File: config.mk
export PLATFORM = sky130hd
export DESIGN_NAME = apb_bus_port_flat
export DESIGN_NICKNAME = d
export VERILOG_FILES = /design/src/source/share_pkg.sv /design/src/source/share_req_if.sv /design/src/source/apb_bus_port.sv /design/src/flat_wrapper.sv
export SDC_FILE = /design/constraint.sdc
export NUM_CORES = 1
export LEC_CHECK = 0
export BUFFER_PORTS_ARGS = -buffer_cell sky130_fd_sc_hd__buf_2
export CAP_MARGIN = 0
export CORE_ASPECT_RATIO = 1.5
export CORE_MARGIN = 1
export CORE_UTILIZATION = 40
export CTS_CLUSTER_DIAMETER = 60
export DETAILED_ROUTE_END_ITERATION = 10
export PLACE_DENSITY = 0.83
export SYNTH_ARGS = -nofsm -noshare
export SYNTH_HDL_FRONTEND = slang
export SYNTH_SLANG_ARGS = --single-unit
export TNS_END_PERCENT = 30
File: constraint.sdc
create_clock -name clk -period 2.8 [get_ports clk]
set_input_delay 0.28 -clock clk [delete_from_list [all_inputs] [get_ports clk]]
set_output_delay 0.28 -clock clk [all_outputs]
set_load 0.005 [all_outputs]
File: src/source/share_pkg.sv
/*
 * shared video RAM definitions
 * bus word size, byte lanes and the arbiter slot owner
 */
package share_pkg;

    // one CPU bus word
    localparam int data_w = 16;

    // byte lanes per word, one pstrb bit each
    localparam int strb_w = 2;

    // which port owns the current memory slot
    typedef enum logic {
        main_slot,
        sub_slot
    } slot_owner_t;

endpackage
File: src/source/share_req_if.sv
`timescale 1ns/1ns
/*
 * request/grant link between a bus port and the video RAM arbiter
 * req and payload held until gnt, gnt is a one-cycle pulse
 */
interface share_req_if import share_pkg::*; #(
    parameter int ADDR_W = 10
) ();

    logic              req;
    logic              we;
    logic [ADDR_W-1:0] addr;
    logic [strb_w-1:0] wstrb;
    logic [data_w-1:0] wdata;
    logic              gnt;
    // valid in the gnt cycle only
    logic [data_w-1:0] rdata;

    modport requester (
        output req,
        output we,
        output addr,
        output wstrb,
        output wdata,
        input  gnt,
        input  rdata
    );

    modport arbiter (
        input  req,
        input  we,
        input  addr,
        input  wstrb,
        input  wdata,
        output gnt,
        output rdata
    );

endinterface

File: src/source/apb_bus_port.sv
`timescale 1ns/1ns
/*
 * APB slave port for one CPU
 * checks the address window at access start and turns each
 * in-window transfer into a single request to the arbiter
 */
module apb_bus_port import share_pkg::*; #(
    parameter int ADDR_W    = 10,
    parameter int RAM_WORDS = 768
) (
    input  logic              clk,
    input  logic              arst_n,
    input  logic              psel,
    input  logic              penable,
    input  logic              pwrite,
    input  logic [ADDR_W-1:0] paddr,
    input  logic [strb_w-1:0] pstrb,
    input  logic [data_w-1:0] pwdata,
    output logic [data_w-1:0] prdata,
    output logic              pready,
    output logic              pslverr,
    share_req_if.requester    bus
);

    typedef enum logic [1:0] {
        idle,
        requesting,
        respond
    } port_state_t;

    port_state_t state;
    logic        access_start;
    logic        in_window;
    logic        granted;

    // first cycle of the access phase
    assign access_start = psel && penable && (state == idle);
    assign in_window    = int'(paddr) < RAM_WORDS;
    assign granted      = (state == requesting) && bus.gnt;

    always_ff @(posedge clk or negedge arst_n) begin
        if (!arst_n) begin
            state   <= idle;
            bus.req <= 1'b0;
            pready  <= 1'b0;
            pslverr <= 1'b0;
        end else begin
            case (state)
                idle: begin
                    if (access_start) begin
                        if (in_window) begin
                            bus.req <= 1'b1;
                            state   <= requesting;
                        end else begin
                            // outside the window, answer at once with an error
                            pready  <= 1'b1;
                            pslverr <= 1'b1;
                            state   <= respond;
                        end
                    end
                end
                requesting: begin
                    // wait here as long as the arbiter holds us off
                    if (bus.gnt) begin
                        bus.req <= 1'b0;
                        pready  <= 1'b1;
                        pslverr <= 1'b0;
                        state   <= respond;
                    end
                end
                respond: begin
                    pready  <= 1'b0;
                    pslverr <= 1'b0;
                    state   <= idle;
                end
                default: begin
                    state <= idle;
                end
            endcase
        end
    end

    // payload into the link, read data back out
    always_ff @(posedge clk) begin
        if (access_start && in_window) begin
            bus.we    <= pwrite;
            bus.addr  <= paddr;
            bus.wstrb <= pstrb;
            bus.wdata <= pwdata;
        end
        if (granted && !bus.we) begin
            prdata <= bus.rdata;
        end
    end

    // master keeps address and direction until the slave answers
    a_apb_stable: assert property (@(posedge clk) disable iff (!arst_n)
        psel && penable && !pready |=> $stable(paddr) && $stable(pwrite));

    // the arbiter only grants a raised request
    a_gnt_with_req: assert property (@(posedge clk) disable iff (!arst_n)
        bus.gnt |-> bus.req);

endmodule

File: src/flat_wrapper.sv
// flat-port wrapper written by rule: the top's interface ports become plain ports
module apb_bus_port_flat import share_pkg::*;
#(
    parameter int ADDR_W    = 10,
    parameter int RAM_WORDS = 768
)
  (clk, arst_n, psel, penable, pwrite, paddr, pstrb, pwdata, prdata, pready, pslverr, bus_req, bus_we, bus_addr, bus_wstrb, bus_wdata, bus_gnt, bus_rdata);
  share_req_if #(.ADDR_W(ADDR_W)) bus_i ();
  input  logic clk;
  input  logic arst_n;
  input  logic psel;
  input  logic penable;
  input  logic pwrite;
  input  logic [ADDR_W-1:0] paddr;
  input  logic [strb_w-1:0] pstrb;
  input  logic [data_w-1:0] pwdata;
  output logic [data_w-1:0] prdata;
  output logic pready;
  output logic pslverr;
  output wire logic [$bits(bus_i.req)-1:0] bus_req;
  output wire logic [$bits(bus_i.we)-1:0] bus_we;
  output wire logic [$bits(bus_i.addr)-1:0] bus_addr;
  output wire logic [$bits(bus_i.wstrb)-1:0] bus_wstrb;
  output wire logic [$bits(bus_i.wdata)-1:0] bus_wdata;
  input wire logic [$bits(bus_i.gnt)-1:0] bus_gnt;
  input wire logic [$bits(bus_i.rdata)-1:0] bus_rdata;
  assign bus_req = bus_i.req;
  assign bus_we = bus_i.we;
  assign bus_addr = bus_i.addr;
  assign bus_wstrb = bus_i.wstrb;
  assign bus_wdata = bus_i.wdata;
  assign bus_i.gnt = bus_gnt;
  assign bus_i.rdata = bus_rdata;
  apb_bus_port #(.ADDR_W(ADDR_W), .RAM_WORDS(RAM_WORDS)) u_core (.clk(clk), .arst_n(arst_n), .psel(psel), .penable(penable), .pwrite(pwrite), .paddr(paddr), .pstrb(pstrb), .pwdata(pwdata), .prdata(prdata), .pready(pready), .pslverr(pslverr), .bus(bus_i));
endmodule
==> run_results.csv <==
group,metric,value,unit
logic_synthesis,mappedNetlistNets,140,
route,routed_wl,3130,um
layout,finish.net_count,246,
timing,worstMarginPinSlew,610,ps
job,timing.max_cap.violations,0,
timing,fin_skew,4.81,ps
status,run_status,"complete, no violations",
worst_hold_path,hold_start,"bus_rdata[0]",
worst_setup_path,timing_startpoint_of_the_critical_path,"u_core.state[0]$_DFFE_PN0P_",
worst_setup_path,crit-reg2reg-launch,"u_core.state[0]$_DFFE_PN0P_",
die,die_x,55.8,um
power,max_vdd_drop,0.613,mV
die,num_rows,29,
placement,number_of_buffer_cells_added_on_primary_ports,97,
logic_synthesis,yosys_register_bits,50,
route,met3_wirelength,360,um
timing,setup_repair_after_global_routing_missed_its_margin,"false",
layout,insertedDiodeCount,0,
timing,slew_viol_final,0,
power,power_density,712,nW/um^2
logic_synthesis,syn_inst,85,
die,initial_core_util,41.3,%
layout,post_route_cells_drive_above_1_share,58.3,%
timing,fin_setup_tns,0,ps
route,drcViolationCount,0,
cts,clock_slew_at_the_register_clock_pins_of_the_worst_setup_and_hold_paths,90,ps
worst_hold_path,timing.hold.worst.class,"input port to flip-flop",
route,met2_length,1580,um
global_route,grt_antenna_before_repair,0,
global_route,largest_net_degree_at_the_start_of_global_routing,19,
timing,timing.final.crit_period,2010,ps
layout,layout.core_utilization,57.1,%
route,drt-pass1-iter-count,6,
placement,gp_routability_congestion,0.728,
logic_synthesis,most_common_cell_in_the_synthesized_netlist,"sky130_fd_sc_hd__edfxtp_1",
logic_synthesis,synth.lib_cells_used.distinct,24,
route,vias_per_cell,4.64,
route,highest_layer_used_for_signal_routing,"met4",
cts,cts_repair_resizes,0,
timing,setup_violations,0,
die,die-height,82.7,um
placement,dpl.hpwl,2490,um
die,core,4210,um^2
logic_synthesis,synth-main-ff-cell,"sky130_fd_sc_hd__edfxtp_1",
worst_setup_path,kind_of_capture_point_of_the_worst_setup_path,"flip-flop",
timing,fmax,0.498,GHz
global_route,groute.usage.overall,13.9,%
logic_synthesis,synthesis.yosys.warnings,0,
cts,cts-htree-levels,2,
cts,tritoncts_buffers,5,
worst_setup_path,data_arrival_time_of_the_critical_path,2020,ps
logic_synthesis,synthDominantCellAreaShare,77.8,%
worst_setup_path,setup.worst_path.class,"flip-flop to flip-flop",
logic_synthesis,seq_area_frac_synth,85.0,%
cts,worst_skew_pair.late_latency,290,ps
logic_synthesis,synthDominantAreaCellType,"sky130_fd_sc_hd__edfxtp_1",
route,detail_route.iter0.violations,40,
die,design.die.area,4610,um^2
die,boundary_pin_count,98,
worst_setup_path,cp_data_required_time,2810,ps
worst_setup_path,crit_path_max_fanout,18,
cts,cts_root_buf,"sky130_fd_sc_hd__clkbuf_8",
layout,area_growth,38.5,%
logic_synthesis,postSynthAreaPerCell,20.4,um^2
global_route,globalRouteOverflowTotal,0,
global_route,grt_pass1_vias,995,
logic_synthesis,synthTopCellsByCount,"sky130_fd_sc_hd__edfxtp_1, sky130_fd_sc_hd__dfrtp_1, sky130_fd_sc_hd__ha_1, sky130_fd_sc_hd__inv_1",
cts,cts_tree,"built",
timing,slew_headroom,59.3,%
global_route,global_route_wire_length_before_repair,4650,um
worst_setup_path,kind_of_launch_point_of_the_worst_setup_path,"flip-flop",
logic_synthesis,synth-edff-count,45,
route,routedWlPerCell,13.2,um
timing,hold_viol,0,
route,wl_met1,1130,um
cts,clockBufferDepth,2,
route,total_via_count_in_the_routed_design,1104,
logic_synthesis,synthesized_cell_area,1740,um^2
logic_synthesis,top_area_cells_in_the_synthesized_netlist,"sky130_fd_sc_hd__edfxtp_1, sky130_fd_sc_hd__dfrtp_1, sky130_fd_sc_hd__ha_1, sky130_fd_sc_hd__mux2i_1, sky130_fd_sc_hd__inv_1",
timing,post-route-period-util,71.7,%
logic_synthesis,synthArstFlopShare,10.0,%
power,cellLeakagePower,1.03,nW
cts,clkSinkCount,50,
route,antenna_violating_nets_post_route,0,
-- cell type report --
class	instances	area [um^2]
clock buffers	5	68.8
clock inverters	3	21.3
fillers	341	1800
inverters	5	18.8
multi-input cells	29	239
flip-flops and latches	50	1480
well taps	46	57.6
repair buffers	100	523
-- cell families (layout without fill, tap and decap cells) --
kind of cell               after synthesis  in the layout  synth area share (%)
DFF                                     50             50                  85.0
and+or+nand+nor                         13             13                  4.47
AOI/OAI and AO/OA                        8              8                  3.75
buffers and inverters                    6            113                  1.37
adders and majority gates                5              5                  3.60
muxes                                    3              3                  1.80
-- what timing repair did --
item | 4_1_cts | 5_1_grt
buffers inserted | 0 | 0
hold endpoints to repair | 5 | 0
hold buffers | 1 | 0
-- worst max-delay path, stage by stage, from the launching register on --
cell	delay, ps
sky130_fd_sc_hd__dfrtp_1	400
sky130_fd_sc_hd__inv_1	130
sky130_fd_sc_hd__ha_1	340
sky130_fd_sc_hd__nand2_1	100
sky130_fd_sc_hd__nor2_2	510
sky130_fd_sc_hd__buf_12	240
-- cell usage in the layout (no fill, tap or decap), types with 2 or more instances in the layout --
cell type and count:
sky130_fd_sc_hd__buf_2 97, sky130_fd_sc_hd__clkbuf_8 5, sky130_fd_sc_hd__dfrtp_1 5, sky130_fd_sc_hd__edfxtp_1 45
sky130_fd_sc_hd__ha_1 5, sky130_fd_sc_hd__inv_1 5, sky130_fd_sc_hd__mux2i_1 2, sky130_fd_sc_hd__nand2_1 3
sky130_fd_sc_hd__nor2_1 2
-- where the power goes --
group | internal [W] | switching [W] | total, W | leakage (nW)
Combinational | 0.000178 | 0.000197 | 0.000375 | 0.516
Sequential | 0.000910 | 0.0000265 | 0.000936 | 0.468
Clock | 0.000175 | 0.000225 | 0.000401 | 0.0441
-- through the flow --
stage / worst slack, ps / hold WS [ps] / instance area (um^2) / power [W] / std cells
6_report: 793 / 153 / 2400 / 0.00171 / 238
5_1_grt: 591 / 131 / 2400 / 0.00181 / 238
4_1_cts: 763 / 144 / 2400 / 0.00174 / 238
3_5_place_dp: 776 / 98.2 / 2300 / 0.00133 / 229
3_3_place_gp: 834 / 97.4 / 2300 / 0.00132 / 229
2_1_floorplan: 299 / -15.6 / 1740 / 0.00117 / 85
-- worst paths after layout --
| kind | end | slack [ps] | depth (start not counted) |
|---|---|---|---|
| max reg2reg | u_core.bus.wstrb[0]$_DFFE_PP_ | 790 | 5 |
| min in group asynchronous | u_core.pready$_DFFE_PN0P_ | 310 | 2 |
| max in group asynchronous | u_core.state[0]$_DFFE_PN0P_ | 2360 | 2 |
| min reg2reg | u_core.pslverr$_DFFE_PN0P_ | 510 | 1 |
| max | u_core.bus.wstrb[0]$_DFFE_PP_ | 790 | 5 |
| min | u_core.prdata[0]$_DFFE_PP_ | 150 | 1 |
-- metal layers --
metal	vias to the layer above	global-route usage [%]
li1	532	-
met5	-	0
met2	72	24.6
met4	0	6.75
met3	7	6.70
met1	493	13.6
-- registers in the layout, indices dropped and copies added, names as in the netlist --
name              flops
u_core.bus.wdata     16
u_core.prdata        16
u_core.bus.addr      10
u_core.bus.wstrb      2
u_core.state          2
u_core.bus.req        1
u_core.bus.we         1
u_core.pready         1
u_core.pslverr        1
Note: power is estimated with default switching activity, not from simulation.
